===== src/hw/uart_pkg.sv =====
// UART peripheral shared definitions.
// Register map, bus access codes, divider reset value and FSM state encodings.
`default_nettype none

package uart_pkg;

    // Register offsets within the peripheral's 64-byte window.
    localparam logic [5:0] ADDR_DATA    = 6'h0;  // Write sends, read consumes.
    localparam logic [5:0] ADDR_STATUS  = 6'h4;  // Bit 0 tx busy, bit 1 rx valid.
    localparam logic [5:0] ADDR_DIVIDER = 6'h8;  // Bit period in clock cycles.

    // Encodings of data_write_n and data_read_n.
    localparam logic [1:0] ACCESS_BYTE = 2'b00;
    localparam logic [1:0] ACCESS_HALF = 2'b01;
    localparam logic [1:0] ACCESS_WORD = 2'b10;
    localparam logic [1:0] ACCESS_NONE = 2'b11;  // No transfer this cycle.

    // 115200 baud from a 64 MHz clock.
    localparam logic [15:0] DIVIDER_RESET = 16'd555;

    // Transmitter states.
    typedef enum logic [1:0] {TX_IDLE, TX_START, TX_DATA, TX_STOP} tx_state_t;

    // Receiver states.
    typedef enum logic [1:0] {RX_IDLE, RX_START, RX_DATA, RX_STOP} rx_state_t;

endpackage

`default_nettype wire


===== src/hw/uart_baud_timer.sv =====
// UART bit-period timer.
// Counts one bit period while run is high and flags the mid-bit and last cycle.
`default_nettype none

module uart_baud_timer #(
    parameter int DIVIDER_REG_LEN = 13  // Width of the divider and the counter.
) (
    input  logic                       clk,
    input  logic                       rst_n,
    input  logic                       run,           // High while a frame is in progress.
    input  logic [DIVIDER_REG_LEN-1:0] baud_divider,  // Clock cycles per bit.
    output logic                       mid_tick,      // Pulse half way through a bit.
    output logic                       bit_tick       // Pulse on the last cycle of a bit.
);

    logic [DIVIDER_REG_LEN-1:0] count;       // Position within the current bit.
    logic [DIVIDER_REG_LEN-1:0] last_count;  // Final count of a bit period.
    logic [DIVIDER_REG_LEN-1:0] half_count;  // Count at which the line is sampled.

    assign last_count = baud_divider - 1'b1;
    assign half_count = baud_divider >> 1;  // Rounds down for odd dividers.

    // The count sits at zero while idle, so the first bit of a frame always
    // starts a full period from the cycle in which run rises.
    always_ff @(posedge clk) begin
        if (!rst_n) begin
            count <= '0;
        end else if (!run) begin
            count <= '0;
        end else if (count == last_count) begin
            count <= '0;  // Wrap into the next bit.
        end else begin
            count <= count + 1'b1;
        end
    end

    // Ticks are gated with run so an idle counter never fires them,
    // even when the divider is small enough that half_count is zero.
    assign mid_tick = run && (count == half_count);
    assign bit_tick = run && (count == last_count);

endmodule

`default_nettype wire


===== src/hw/uart_tx.sv =====
// UART transmitter.
// Serialises one byte as an 8N1 frame, advancing one bit on each bit_tick.
`default_nettype none

module uart_tx (
    input  logic       clk,
    input  logic       rst_n,
    input  logic       tx_start,  // One-cycle request to send tx_data.
    input  logic [7:0] tx_data,
    input  logic       bit_tick,  // End of the current bit period.
    output logic       run,       // Keeps the bit timer counting.
    output logic       txd,       // Serial output, idles high.
    output logic       tx_busy    // High from start bit to end of stop bit.
);

    import uart_pkg::*;

    tx_state_t  state;
    logic [2:0] bit_idx;  // Data bit currently on the line.
    logic [7:0] shift;    // Remaining data bits, next one in bit 0.
    logic       load;     // Accept a new byte this cycle.

    assign load = tx_start && (state == TX_IDLE);  // Requests while busy are dropped.

    always_ff @(posedge clk) begin
        if (!rst_n) begin
            state   <= TX_IDLE;
            bit_idx <= 3'd0;
            txd     <= 1'b1;  // Line is marking when idle.
        end else begin
            case (state)
                TX_IDLE: if (load) begin
                    state   <= TX_START;
                    bit_idx <= 3'd0;
                    txd     <= 1'b0;  // Start bit.
                end
                TX_START: if (bit_tick) begin
                    state <= TX_DATA;
                    txd   <= shift[0];  // Bit 0 goes out first.
                end
                TX_DATA: if (bit_tick) begin
                    if (bit_idx == 3'd7) begin
                        state <= TX_STOP;
                        txd   <= 1'b1;  // Stop bit.
                    end else begin
                        bit_idx <= bit_idx + 3'd1;
                        txd     <= shift[0];
                    end
                end
                TX_STOP: if (bit_tick) begin
                    state <= TX_IDLE;  // Line is already high for idle.
                end
                default: state <= TX_IDLE;
            endcase
        end
    end

    // The byte is captured at the start and shifted right as each bit leaves.
    always_ff @(posedge clk) begin
        if (load) begin
            shift <= tx_data;
        end else if (bit_tick && (state == TX_START || state == TX_DATA)) begin
            shift <= {1'b0, shift[7:1]};
        end
    end

    assign tx_busy = (state != TX_IDLE);
    assign run     = tx_busy;  // The timer runs for the whole frame.

endmodule

`default_nettype wire


===== src/hw/uart_rx.sv =====
// UART receiver.
// Samples 8N1 frames at mid-bit and holds the last good byte until it is read.
`default_nettype none

module uart_rx (
    input  logic       clk,
    input  logic       rst_n,
    input  logic       rxd,       // Serial input, already synchronised.
    input  logic       rx_read,   // One-cycle pulse when the byte is consumed.
    input  logic       mid_tick,  // Middle of the current bit period.
    output logic       run,       // Keeps the bit timer counting.
    output logic [7:0] rx_data,   // Last byte received with a valid stop bit.
    output logic       rx_valid,  // rx_data has not been read yet.
    output logic       rts        // High while a byte waits.
);

    import uart_pkg::*;

    rx_state_t  state;
    logic [2:0] bit_idx;  // Data bit being sampled.
    logic [7:0] shift;    // Bits arrive LSB first and enter at the top.
    logic       sample;   // Shift in a data bit this cycle.
    logic       commit;   // Stop bit was good, store the byte.

    assign sample = mid_tick && (state == RX_DATA);
    assign commit = mid_tick && (state == RX_STOP) && rxd;

    always_ff @(posedge clk) begin
        if (!rst_n) begin
            state   <= RX_IDLE;
            bit_idx <= 3'd0;
        end else begin
            case (state)
                // A falling line may be a start bit; the timer starts from here.
                RX_IDLE: if (!rxd) begin
                    state <= RX_START;
                end
                RX_START: if (mid_tick) begin
                    // A glitch shorter than half a bit is ignored.
                    if (!rxd) begin
                        state   <= RX_DATA;
                        bit_idx <= 3'd0;
                    end else begin
                        state <= RX_IDLE;
                    end
                end
                RX_DATA: if (mid_tick) begin
                    if (bit_idx == 3'd7) begin
                        state <= RX_STOP;
                    end else begin
                        bit_idx <= bit_idx + 3'd1;
                    end
                end
                // Back to idle at the middle of the stop bit whether or not
                // it was good, so the next start edge is caught in time.
                RX_STOP: if (mid_tick) begin
                    state <= RX_IDLE;
                end
                default: state <= RX_IDLE;
            endcase
        end
    end

    always_ff @(posedge clk) begin
        if (sample) begin
            shift <= {rxd, shift[7:1]};
        end
    end

    // A new byte overwrites one that was never read.
    always_ff @(posedge clk) begin
        if (commit) begin
            rx_data <= shift;
        end
    end

    // A byte arriving in the same cycle as a read keeps the flag set.
    always_ff @(posedge clk) begin
        if (!rst_n) begin
            rx_valid <= 1'b0;
        end else if (commit) begin
            rx_valid <= 1'b1;
        end else if (rx_read) begin
            rx_valid <= 1'b0;
        end
    end

    assign run = (state != RX_IDLE);
    assign rts = rx_valid;  // Asks the far end to pause while a byte waits.

endmodule

`default_nettype wire


===== src/hw/uart_regs.sv =====
// UART register block.
// Decodes bus accesses, holds the baud divider and muxes read data.
`default_nettype none

module uart_regs #(
    parameter int DIVIDER_REG_LEN = 13  // Width of the baud divider.
) (
    input  logic                       clk,
    input  logic                       rst_n,
    input  logic [5:0]                 address,
    input  logic [31:0]                data_in,       // Low 8, 16 or 32 bits valid on write.
    input  logic [1:0]                 data_write_n,  // Access size, or none.
    input  logic [1:0]                 data_read_n,   // Access size, or none.
    input  logic                       tx_busy,
    input  logic                       rx_valid,
    input  logic [7:0]                 rx_data,
    output logic [31:0]                data_out,
    output logic                       user_interrupt,
    output logic [DIVIDER_REG_LEN-1:0] baud_divider,
    output logic                       tx_start,
    output logic [7:0]                 tx_data,
    output logic                       rx_read
);

    import uart_pkg::*;

    // Bits of the divider that a byte write reaches.
    localparam logic [DIVIDER_REG_LEN-1:0] BYTE_MASK = DIVIDER_REG_LEN'(8'hff);

    logic                       div_write;  // Any write to the divider.
    logic                       div_wide;   // The write covers the upper lanes too.
    logic [DIVIDER_REG_LEN-1:0] wr_value;

    assign div_write = (address == ADDR_DIVIDER) && (data_write_n != ACCESS_NONE);
    assign div_wide  = (data_write_n == ACCESS_HALF) || (data_write_n == ACCESS_WORD);
    assign wr_value  = data_in[DIVIDER_REG_LEN-1:0];

    always_ff @(posedge clk) begin
        if (!rst_n) begin
            baud_divider <= DIVIDER_REG_LEN'(DIVIDER_RESET);
        end else if (div_write) begin
            if (div_wide) begin
                baud_divider <= wr_value;  // Upper bits of the bus are dropped.
            end else begin
                baud_divider <= (baud_divider & ~BYTE_MASK) | (wr_value & BYTE_MASK);
            end
        end
    end

    // Each bus access to the data register makes a one-cycle strobe.
    assign tx_start = (address == ADDR_DATA) && (data_write_n != ACCESS_NONE);
    assign tx_data  = data_in[7:0];
    assign rx_read  = (address == ADDR_DATA) && (data_read_n != ACCESS_NONE);

    // Reads complete in the same cycle.
    always_comb begin
        case (address)
            ADDR_DATA:    data_out = {24'd0, rx_data};
            ADDR_STATUS:  data_out = {30'd0, rx_valid, tx_busy};
            ADDR_DIVIDER: data_out = 32'(baud_divider);
            default:      data_out = 32'd0;
        endcase
    end

    // Raised when there is a byte to read or room to send one.
    assign user_interrupt = rx_valid || !tx_busy;

endmodule

`default_nettype wire


===== src/hw/uart_periph.sv =====
// UART peripheral top level.
// One register block driving a transmitter and a receiver, each with its own timer.
`default_nettype none

module uart_periph #(
    parameter int DIVIDER_REG_LEN = 13  // 13 bits reach 9600 baud at 64 MHz.
) (
    input  logic        clk,
    input  logic        rst_n,
    input  logic [5:0]  address,
    input  logic [31:0] data_in,
    input  logic [1:0]  data_write_n,
    input  logic [1:0]  data_read_n,
    output logic [31:0] data_out,
    output logic        user_interrupt,
    input  logic        rxd,
    output logic        txd,
    output logic        rts
);

    logic [DIVIDER_REG_LEN-1:0] baud_divider;  // Shared by both timers.
    logic                       tx_start;
    logic [7:0]                 tx_data;
    logic                       tx_busy;
    logic                       tx_run;
    logic                       tx_bit_tick;
    logic                       rx_read;
    logic [7:0]                 rx_data;
    logic                       rx_valid;
    logic                       rx_run;
    logic                       rx_mid_tick;

    uart_regs #(.DIVIDER_REG_LEN(DIVIDER_REG_LEN)) regs (
        .clk(clk), .rst_n(rst_n), .address(address), .data_in(data_in),
        .data_write_n(data_write_n), .data_read_n(data_read_n),
        .tx_busy(tx_busy), .rx_valid(rx_valid), .rx_data(rx_data),
        .data_out(data_out), .user_interrupt(user_interrupt),
        .baud_divider(baud_divider), .tx_start(tx_start), .tx_data(tx_data),
        .rx_read(rx_read)
    );

    // The transmitter only needs the end of each bit.
    uart_baud_timer #(.DIVIDER_REG_LEN(DIVIDER_REG_LEN)) tx_timer (
        .clk(clk), .rst_n(rst_n), .run(tx_run), .baud_divider(baud_divider),
        .mid_tick(), .bit_tick(tx_bit_tick)
    );

    uart_tx tx (
        .clk(clk), .rst_n(rst_n), .tx_start(tx_start), .tx_data(tx_data),
        .bit_tick(tx_bit_tick), .run(tx_run), .txd(txd), .tx_busy(tx_busy)
    );

    // The receiver samples at mid-bit only.
    uart_baud_timer #(.DIVIDER_REG_LEN(DIVIDER_REG_LEN)) rx_timer (
        .clk(clk), .rst_n(rst_n), .run(rx_run), .baud_divider(baud_divider),
        .mid_tick(rx_mid_tick), .bit_tick()
    );

    uart_rx rx (
        .clk(clk), .rst_n(rst_n), .rxd(rxd), .rx_read(rx_read),
        .mid_tick(rx_mid_tick), .run(rx_run), .rx_data(rx_data),
        .rx_valid(rx_valid), .rts(rts)
    );

endmodule

`default_nettype wire


===== config.mk =====
export PLATFORM = sky130hd
export DESIGN_NAME = uart_periph
export DESIGN_NICKNAME = d
export VERILOG_FILES = /design/src/hw/uart_pkg.sv /design/src/hw/uart_baud_timer.sv /design/src/hw/uart_tx.sv /design/src/hw/uart_rx.sv /design/src/hw/uart_regs.sv /design/src/hw/uart_periph.sv
export SDC_FILE = /design/constraint.sdc
export NUM_CORES = 1
export LEC_CHECK = 0
export CAP_MARGIN = 25
export CORE_MARGIN = 2
export CORE_UTILIZATION = 50
export DETAILED_ROUTE_END_ITERATION = 16
export DONT_BUFFER_PORTS = 1
export SLEW_MARGIN = 20
export SYNTH_ARGS = -nofsm -noshare
export SYNTH_HDL_FRONTEND = slang
export SYNTH_SLANG_ARGS = --single-unit

===== constraint.sdc =====
create_clock -name clk -period 4.5 [get_ports clk]
set_input_delay 0 -clock clk [delete_from_list [all_inputs] [get_ports clk]]
set_output_delay 0 -clock clk [all_outputs]
set_load 0.02 [all_outputs]

==> results.md, run 1 <==
* Die W at 98.1 um
* Setup TNS at 0 ps
* Synth Area in Adders at 0.0339
* Final instance area at 4700 um2
* Fraction of layout cells with a size suffix above 1 at 0.0916
* Post-synthesis register bit count at 75
* Crit path kind: register to register
* Crit-path slowest cell: or4_1
* CTS Root Cell: clkbuf_8
* Core area at 8640 um2
* Clk buf depth at 2
* Worst-case vdd ir drop at ~0.18 mV
* Yosys cell types at 59
* Main combinational cell family by area after synthesis: simple AND/OR/NAND/NOR gates
* CTS tree: yes
* Post-Layout Cell Count at 599
* Leak at 1.68 nW
* Hold EP: rx.rts$_SDFFE_PN0P_
* Total Wirelength at 9.57 mm
* Gpl congestion at 0.855
* Vias in the first global route at 3,171
* Antenna Cells at 0
* Worst EP required at 4730 ps
* Compound-cell area share of the yosys netlist at 0.0964
* CP Capture Type: register
* Die Span Y at 98.1 um
* Antenna-violating nets left at 0
* Worst path max stage delay at 570 ps
* Reg-to-reg setup timing slack at 1120 ps
* Max FO, Critical Path at 13
* Drt via density at approximately 5.5
* TritonCTS buffer count at 9
* Worst Path Arrival at 3610 ps
* WP buf/inv at 1
* Synthesized instance count at just under 500
* TritonCTS Sinks at 75
* Synth Area in XOR/XNOR at 0.140
* CP startpoint kind: register
* WL per Instance at 16.0 um
* Number of flops mapped to enable cells by yosys at 24
* Worst R2R Path Depth at 9
* DRC viols at 0
* CP top delay family: simple AND/OR/NAND/NOR gates
* Maximum clock frequency at 296 MHz
* Endpoints failing setup at 0
* Detailed-route via count at 3,322
* Cell Area, Synth at 4430 um2
* Worst Hold Class: input port to register
* Crit-path cells: inv_1 -> ha_1 -> or3b_2 -> nor3_1 -> xnor2_1 -> nand4_1 -> or4_1 -> o221ai_2 -> nor2_1
* FP Rows at 34
* Hold path depth at 4
* Initial antenna violation count at 0
* Layout area overhead at 6.24%
* Simple-gate share of the synthesized area at 0.232
* Clock-pin slew on the worst setup and hold paths at 80 ps
* Synth Warn # at 0
* Largest area contributor in the netlist: dfxtp_1
* Count leader, synth: dfxtp_1
* Async SR Flop Fraction at 0
* First-pass GRT wire length at 15.5 mm
* Largest net degree at the start of global routing at 31
* Worst-Margin Slew at 924 ps
* RSZ-0062 raised after global routing: false
* Skew final at 10.2 ps
* Mean Syn Cell Area at 9.15 um2
* Register area share after synthesis at 0.393
* Status: complete, no violations
* Dpl hpwl at 6.86 mm
* Tmin final at 3380 ps
* NumNets Final at 543
* Gr ovfl total at 0
* Top_reg_cell synth: dfxtp_1
* Dpl cells at 565
* Cell area after placement at between 4000 and 5000 um2
* Cell Pwr Density at around 280 nW/um2
* Total track usage at 0.203
* Final hold vios at 0
* Area contributors post-synth: dfxtp_1, edfxtp_1, xnor2_1
* Reg2reg end: rx_timer.count[7]$_SDFF_PP0_
* RR Startpoint: regs.baud_divider[0]$_SDFFE_PN1P_
* Initial core utilization at 0.513
* Number of port buffers at 0
* Fin crit share at 0.752
* Die area at 9620 um2
* Clk_lat worst skew at 360 ps
* Post-synth top area share at 0.231
* Multiplexer share of the synthesized area at 0.0291
* Io pins at 80
* Worst hold start: address[2]
* Rel. slew slack at 0.379
* Max_cap viols at 0
* Initial drt markers at 128
* Detailed Routing Iterations Pass 1 at 4
* Total number of H-tree levels at 3
* Final Slew Violations at 0
* Synth top cells by count: dfxtp_1, nand2_1, nor2_1
## cells by family after synthesis
logic type | Yosys count
AND/OR/NAND/NOR | 196
flip-flops | 75
XOR/XNOR | 69
buffers and inverters | 60
AO/OA/AOI/OAI | 59
adder cells (fa/ha/maj) | 12
multiplexers | 12
other | 1
## worst max-delay path by stage
stage	startpoint	endpoint	cells after the start
final	regs.baud_divider[0]$_SDFFE_PN1P_	rx_timer.count[7]$_SDFF_PP0_	9
after global routing	regs.baud_divider[0]$_SDFFE_PN1P_	rx_timer.count[3]$_SDFF_PP0_	9
after CTS	regs.baud_divider[0]$_SDFFE_PN1P_	rx_timer.count[8]$_SDFF_PP0_	9
after detailed placement	regs.baud_divider[0]$_SDFFE_PN1P_	rx_timer.count[9]$_SDFF_PP0_	9
after global placement	regs.baud_divider[0]$_SDFFE_PN1P_	rx_timer.count[11]$_SDFF_PP0_	9
after floorplan	regs.baud_divider[1]$_SDFFE_PN1P_	rx_timer.count[10]$_SDFF_PP0_	12
## metrics by stage
| stage | setup slack [ps] | total power [mW] | util | hold slack, ps |
|---|---|---|---|---|
| floorplan | 1550 | 0.842 | - | 98.9 |
| global placement | 1150 | 0.840 | 0.505 | 79.5 |
| detailed placement | 1110 | 0.841 | 0.505 | 85.0 |
| CTS | 1090 | 1.31 | 0.545 | 42.0 |
| global route | 860 | 1.35 | 0.545 | 101 |
| finish | 1120 | 1.30 | 0.545 | 53.2 |
## cell type report
| type | instances | area, um2 |
|---|---|---|
| Clock inverter | 7 | 43.8 |
| Tap cell | 108 | 135 |
| Inverter | 13 | 48.8 |
| Clock buffer | 9 | 124 |
| Timing Repair Buffer | 20 | 190 |
| Fill cell | 830 | 3930 |
| Sequential cell | 75 | 1740 |
| Multi-Input combinational cell | 367 | 2420 |
## worst min-delay path, delay by kind of cell
family          cells  cell delay [ps]
simple gates        3              310
compound gates      1               60
## repair_timing
| item | CTS | global route |
|---|---|---|
| gates resized for setup | 0 | 0 |
| hold buffers | 18 | 0 |
| buffers inserted | 0 | 0 |
| hold endpoints to repair | 60 | 0 |
| endpoints found under the setup margin | 0 | 0 |
## state kept, by name, indices dropped and copies added, names as in the netlist, named ones only
name and flops:
rx.rx_data 8, tx_timer.count 13, rx.bit_idx 3, rx.state 1, tx.shift 8, rx.rts 1, tx.txd 1, rx_timer.count 13
regs.baud_divider 13, rx.shift 8, tx.state 2, tx.bit_idx 3
## where the power goes
group / leakage, nW / internal [mW] / total (mW) / switching [mW]
clock: 0.0868 / 0.198 / 0.458 / 0.260
combinational: 0.970 / 0.0424 / 0.125 / 0.0829
sequential: 0.627 / 0.703 / 0.719 / 0.0167
total: 1.68 / 0.943 / 1.30 / 0.360
## cells in the final DEF (no fill, tap or decap), types with 3 or more instances in the layout
cell and n:
nand2b_1 3, o31ai_1 3, nand2_1 50, o21ai_0 9
a22o_1 6, nor2_1 40, nand4_1 6, dlygate4sd3_1 17
nor2b_1 6, nor2_2 10, ha_1 12, conb_1 19
a21oi_1 6, mux2i_1 5, nor3_1 7, nand4b_1 3
and2_1 7, a21boi_0 11, clkbuf_8 9, inv_1 13
mux2_2 7, dfxtp_1 51, xor2_1 33, a31oi_1 4
clkinv_2 3, or4_1 3, edfxtp_1 24, o211ai_1 4
nand3_1 27, and3_1 9, nor4_1 9, xnor2_1 35
## per-layer routing
metal	part of all wire	track usage
met5	0	0
met4	0.026	0.0833
met3	0.057	0.0537
met2	0.46	0.329
met1	0.46	0.257
Power figures use the tool's default switching activity.
==> inputs of run 2 (changes only) <==
==> constraint.sdc (replaced) <==
create_clock -name clk -period 3.2 [get_ports clk]
set_input_delay 0 -clock clk [delete_from_list [all_inputs] [get_ports clk]]
set_output_delay 0 -clock clk [all_outputs]
set_load 0.02 [all_outputs]
==> results.md, run 2 (synthesis gave the netlist of run 1 again) <==
* Status: complete, no violations (unchanged)
* Gpl congestion at 0.858 (was 0.855)
* Worst EP required at 3210 ps (was 4730 ps)
* First-pass GRT wire length at 16.0 mm (was 15.5 mm)
* Cell mode on critical path: nand2_1
* Skew final at 11.9 ps (was 10.2 ps)
* RSZ-0062 raised after global routing: false (unchanged)
* Dpl hpwl at 7.15 mm (was 6.86 mm)
* WL per Instance at 15.7 um (was 16.0 um)
* Regs by FF count: regs.baud_divider (13), rx_timer.count (13), tx_timer.count (13) (unchanged)
* CP Capture Type: register (unchanged)
* Tmin final at 2990 ps (was 3380 ps)
* Initial drt markers at 199 (was 128)
* Largest net degree at the start of global routing at 31 (unchanged)
* Drt via density at 5.39 (was 5.55)
* Clk buf depth at 2 (unchanged)
* Worst-case vdd ir drop at 0.275 mV (was 0.181 mV)
* TritonCTS buffer count at 9 (unchanged)
* CP top delay family: simple AND/OR/NAND/NOR gates (unchanged)
* Worst Path Arrival at 3000 ps (was 3610 ps)
* Max FO, Critical Path at 8 (was 13)
* Initial core utilization at 0.513 (unchanged)
* Setup TNS at 0 ps (unchanged)
* Total track usage at 0.209 (was 0.203)
* Final hold vios at 0 (unchanged)
* CTS tree: yes (unchanged)
* Die W at 98.1 um (unchanged)
* Crit path kind: register to register (unchanged)
* Antenna-violating nets left at 0 (unchanged)
* WP buf/inv at 1 (unchanged)
* Fin crit share at 0.936 (was 0.752)
* Crit-path slowest cell: or3b_2 (was or4_1)
* Detailed Routing Iterations Pass 1 at 4 (unchanged)
* NumNets Final at 556 (was 543)
* Antenna Cells at 0 (unchanged)
* TritonCTS Sinks at 75 (unchanged)
* Die Span Y at 98.1 um (unchanged)
* Post-CTS Setup Bufs at 0 (unchanged)
* Leak at 1.78 nW (was 1.68 nW)
* Fin util at 0.565 (was 0.545)
* Total number of H-tree levels at 3 (unchanged)
* Gr ovfl total at 0 (unchanged)
* Met2 Wirelength at 4.47 mm (was 4.38 mm)
* Crit-path cells: inv_1 -> ha_1 -> or3b_2 -> xnor2_1 -> mux2i_1 -> nand4b_1 -> nor4_4 -> nand2_1 -> nand2_1 (was inv_1 -> ha_1 -> or3b_2 -> nor3_1 -> xnor2_1 -> nand4_1 -> or4_1 -> o221ai_2 -> nor2_1)
* Leading cell type in the layout, fill and taps excluded: dfxtp_1 (unchanged)
* Initial antenna violation count at 0 (unchanged)
* Post-Layout Cell Count at 612 (was 599)
* Routed wl met3 at 502 um (was 542 um)
* Die area at 9620 um2 (unchanged)
* DRC viols at 0 (unchanged)
* FP Rows at 34 (unchanged)
* Worst Hold Class: input port to register (unchanged)
* Most frequent cells in the layout: dfxtp_1, nand2_1, nor2_1, xnor2_1, xor2_1 (unchanged)
* Worst path max stage delay at 550 ps (was 570 ps)
* Detailed-route via count at 3,301 (was 3,322)
* Dpl cells at 578 (was 565)
* Final Slew Violations at 0 (unchanged)
* Vias in the first global route at 3,223 (was 3,171)
* Worst-Margin Slew at 740 ps (was 924 ps)
* Rel. slew slack at 0.502 (was 0.379)
* Fraction of layout cells with a size suffix above 1 at 0.111 (was 0.0916)
* Core area at 8640 um2 (unchanged)
* Layout area overhead at 10.2% (was 6.24%)
* CTS Root Cell: clkbuf_8 (unchanged)
* Io pins at 80 (unchanged)
* CP startpoint kind: register (unchanged)
* Total Wirelength at 9.62 mm (was 9.57 mm)
* Number of port buffers at 0 (unchanged)
* Clk_lat worst skew at 350 ps (was 360 ps)
* Cell Pwr Density at 420 nW/um2 (was 277 nW/um2)
* Endpoints failing setup at 0 (unchanged)
* Top Metal Used: met4 (unchanged)
* Routed met1 length at 4.49 mm (was 4.39 mm)
* Clock-pin slew on the worst setup and hold paths at 80 ps (about the same)
* Maximum clock frequency at 334 MHz (was 296 MHz)
* Max_cap viols at 0 (unchanged)
-- run 2: worst register-to-register path: stages, from the launching register on --
cell and delay [ps]:
dfxtp_1 360, inv_1 100, ha_1 160, or3b_2 550
xnor2_1 240, mux2i_1 330, nand4b_1 230, nor4_4 350
nand2_1 90, nand2_1 280
-- run 2: final cells by class --
type / count / area [um2]
fillers: 793 / 3750
multi-input cells: 367 / 2420
clock inverters: 4 / 98.8
clock buffers: 12 / 135
repair buffers: 33 / 300
well taps: 108 / 135
flip-flops and latches: 75 / 1740
inverters: 13 / 48.8
-- run 2: worst paths after layout --
kind	start	to	slack (ps)	cells after the start
worst max register to register	regs.baud_divider[1]$_SDFFE_PN1P_	tx.shift[6]$_DFFE_PP_	210	9
worst min-delay path	data_write_n[1]	regs.baud_divider[9]$_SDFFE_PN1P_	50	3
worst max-delay path	regs.baud_divider[1]$_SDFFE_PN1P_	tx.shift[6]$_DFFE_PP_	210	9
worst min register to register	rx.shift[0]$_DFFE_PP_	rx.rx_data[0]$_DFFE_PP_	450	0
-- run 2: timing repair --
action,in CTS,in global routing
gates resized for setup,0,0
endpoints found under the hold margin,60,0
hold buffers,18,0
-- run 2: routing by layer --
layer  vias to the layer above  track usage
met5                         -            0
met4                         0       0.0748
met3                        14       0.0458
met2                        82        0.333
met1                      1545        0.280
li1                       1660            -
-- run 2: where the power goes --
group	internal (mW)	total [mW]	switching (mW)	leakage, nW
sequential	0.988	1.01	0.0208	0.627
clock	0.521	0.862	0.341	0.115
combinational	0.0629	0.180	0.117	1.04
total	1.57	2.05	0.480	1.78
-- run 2: through the flow --
step                total power [mW]  cell area, um2  hold slack (ps)  worst slack, ps
global route                    2.13            4880             76.4             6.67
floorplan                       1.18            4500             98.9              252
finish                          2.05            4880             50.7              206
detailed placement              1.19            4470             81.2              297
CTS                             2.07            4890             45.6              203
global placement                1.18            4470             80.2              252
==> inputs of run 3 (changes only) <==
--- a/config.mk
+++ b/config.mk
@@ -10,6 +10,7 @@
 export CORE_UTILIZATION = 50
 export DETAILED_ROUTE_END_ITERATION = 16
 export DONT_BUFFER_PORTS = 1
+export SETUP_SLACK_MARGIN = 0.4
 export SLEW_MARGIN = 20
 export SYNTH_ARGS = -nofsm -noshare
 export SYNTH_HDL_FRONTEND = slang
==> results.md, run 3 (synthesis gave the netlist of run 1 again) <==
* Status: complete, no violations (unchanged)
* Worst EP required at 3440 ps (was 3210 ps)
* Antenna Cells at 0 (unchanged)
* Total Wirelength at 9.84 mm (was 9.62 mm)
* Cell mode on critical path: or4_4 (was nand2_1)
* Most frequent cells in the layout: dfxtp_1, nand2_1, nor2_1, xnor2_1, xor2_1 (unchanged)
* Number of port buffers at 0 (unchanged)
* WL per Instance at 16.0 um (was 15.7 um)
* Dpl hpwl at 7.00 mm (was 7.15 mm)
* Detailed-route via count at 3,340 (was 3,301)
* CTS Root Cell: clkbuf_8 (unchanged)
* Worst R2R Path Depth at 9 (unchanged)
* FF+latch area at 1740 um2 (about the same)
* Gr ovfl total at 0 (unchanged)
* Cell area after placement at 4480 um2 (was 4470 um2)
* Hold path depth at 5 (was 3)
* Vias in the first global route at 3,282 (was 3,223)
* Fraction of layout cells with a size suffix above 1 at 0.141 (was 0.111)
* CTS tree: yes (unchanged)
* Worst Hold Class: input port to register (unchanged)
* Clk buf depth at 2 (unchanged)
* Total track usage at 0.206 (was 0.209)
* FP Rows at 34 (unchanged)
* Final instance area at 4990 um2 (was 4880 um2)
* Total number of H-tree levels at 3 (unchanged)
* Drt via density at 5.45 (was 5.39)
* TritonCTS Sinks at 75 (unchanged)
* Final hold vios at 0 (unchanged)
* Crit-path slowest cell: or4_4 (was or3b_2)
* DRC viols at 0 (unchanged)
* Worst-case vdd ir drop at 0.257 mV (was 0.275 mV)
* Fillers at 783 (was 793)
* Clock-pin slew on the worst setup and hold paths at 80 ps (about the same)
* Setup TNS at 0 ps (unchanged)
* Detailed Routing Iterations Pass 1 at 4 (unchanged)
* Die W at 98.1 um (unchanged)
* Antenna-violating nets left at 0 (unchanged)
* Cell Pwr Density at 402 nW/um2 (was 420 nW/um2)
* Worst Path Arrival at 2920 ps (was 3000 ps)
* Reg-to-reg setup timing slack at 510 ps (was 210 ps)
* Initial antenna violation count at 0 (unchanged)
* Clk_lat worst skew at 360 ps (was 350 ps)
* Largest net degree at the start of global routing at 31 (unchanged)
* Layout area overhead at 12.6% (was 10.2%)
* Crit path kind: register to register (unchanged)
* Maximum clock frequency at 372 MHz (was 334 MHz)
* Final Slew Violations at 0 (unchanged)
* Die area at 9620 um2 (unchanged)
* CP Capture Type: register (unchanged)
* Area of the multi-input gates at 2530 um2 (was 2420 um2)
* Max FO, Critical Path at 13 (was 8)
* Io pins at 80 (unchanged)
* Initial drt markers at 145 (was 199)
* CP startpoint kind: register (unchanged)
* TritonCTS buffer count at 9 (unchanged)
* First-pass GRT wire length at 15.8 mm (was 16.0 mm)
* Endpoints failing setup at 0 (unchanged)
* NumNets Final at 557 (was 556)
* Initial core utilization at 0.513 (unchanged)
* Tmin final at 2690 ps (was 2990 ps)
* Gpl congestion at 0.846 (was 0.858)
* Regs by FF count: regs.baud_divider (13), rx_timer.count (13), tx_timer.count (13) (unchanged)
* Worst-Margin Slew at 635 ps (was 740 ps)
* Rel. slew slack at 0.575 (was 0.502)
* Die Span Y at 98.1 um (unchanged)
* Leak at 1.79 nW (was 1.78 nW)
* Leading cell type in the layout, fill and taps excluded: dfxtp_1 (unchanged)
* Core area at 8640 um2 (unchanged)
* Crit-path cells: buf_4 -> or4_4 -> nor3_4 -> xnor2_2 -> xnor2_1 -> or4_4 -> o221ai_4 -> buf_12 -> nor2_1 (was inv_1 -> ha_1 -> or3b_2 -> xnor2_1 -> mux2i_1 -> nand4b_1 -> nor4_4 -> nand2_1 -> nand2_1)
* Skew final at 18.4 ps (was 11.9 ps)
* Worst path max stage delay at 620 ps (was 550 ps)
* Max_cap viols at 0 (unchanged)
* RSZ-0062 raised after global routing: false (unchanged)
* Fin crit share at 0.840 (was 0.936)
==> run 3: cell count changes in the layout (fill, tap and decap cells not counted), sizes merged <==
| cell | delta |
|---|---|
| clkbuf | -2 |
| inv | +1 |
| bufinv | -1 |
| clkinv | +1 |
| clkinvlp | +1 |
| nand3 | +1 |
==> run 3: critical path, delay by kind of cell (launching register included) <==
kind / cells / cell delay (ps)
buf+inv: 2 / 330
flops: 1 / 320
simple gates: 4 / 1430
compound gates: 1 / 220
xor+xnor: 2 / 260
==> run 3: stage by stage <==
step | total power [mW] | hold WS, ps | utilization | cells | worst slack, ps
after floorplan | 1.18 | 98.9 | - | 502 | 401
after detailed placement | 1.19 | 80.6 | 0.519 | 575 | 296
final | 2.00 | 81.8 | 0.577 | 613 | 512
after CTS | 2.01 | 79.9 | 0.567 | 609 | 420
after global routing | 2.08 | 133 | 0.577 | 613 | 398
after global placement | 1.18 | 78.9 | 0.519 | 575 | 301
==> run 3: worst paths after layout <==
kind	startpoint	endpoint
worst max-delay path	regs.baud_divider[1]$_SDFFE_PN1P_	rx_timer.count[0]$_SDFF_PP0_
worst min register to register	rx.shift[0]$_DFFE_PP_	rx.rx_data[0]$_DFFE_PP_
worst min-delay path	address[2]	rx.rts$_SDFFE_PN0P_
worst max register to register	regs.baud_divider[1]$_SDFFE_PN1P_	rx_timer.count[0]$_SDFF_PP0_
==> run 3: timing repair <==
action / in CTS / in global routing
endpoints found under the hold margin: 60 / 0
endpoints found under the setup margin: 32 / 37
buffers inserted: 1 / 2
cloned: 0 / 1
hold buffers: 17 / 0
pin swaps: 2 / 5
resized for setup: 5 / 8
==> run 3: routing by layer <==
metal,wire length (um),vias to the layer above,track usage
met4,189,0,0.0823
li1,-,1681,-
met5,0,-,0
met2,4570,85,0.334
met1,4440,1557,0.263
met3,639,17,0.0530
==> run 3: power breakdown <==
part           leakage (nW)  internal [mW]  switching, mW
registers             0.627          0.988         0.0222
clock network         0.107          0.442          0.365
logic                  1.05         0.0656          0.121
total                  1.79           1.50          0.508
==> run 3: cell type report <==
| cell class | instances | share of cell area |
|---|---|---|
| Multi-Input combinational cell | 368 | 0.508 |
| Sequential cell | 75 | 0.350 |
| Timing Repair Buffer | 33 | 0.0615 |
| Tap cell | 108 | 0.0271 |
| Clock buffer | 10 | 0.0256 |
| Clock inverter | 6 | 0.0181 |
| Inverter | 13 | 0.00979 |
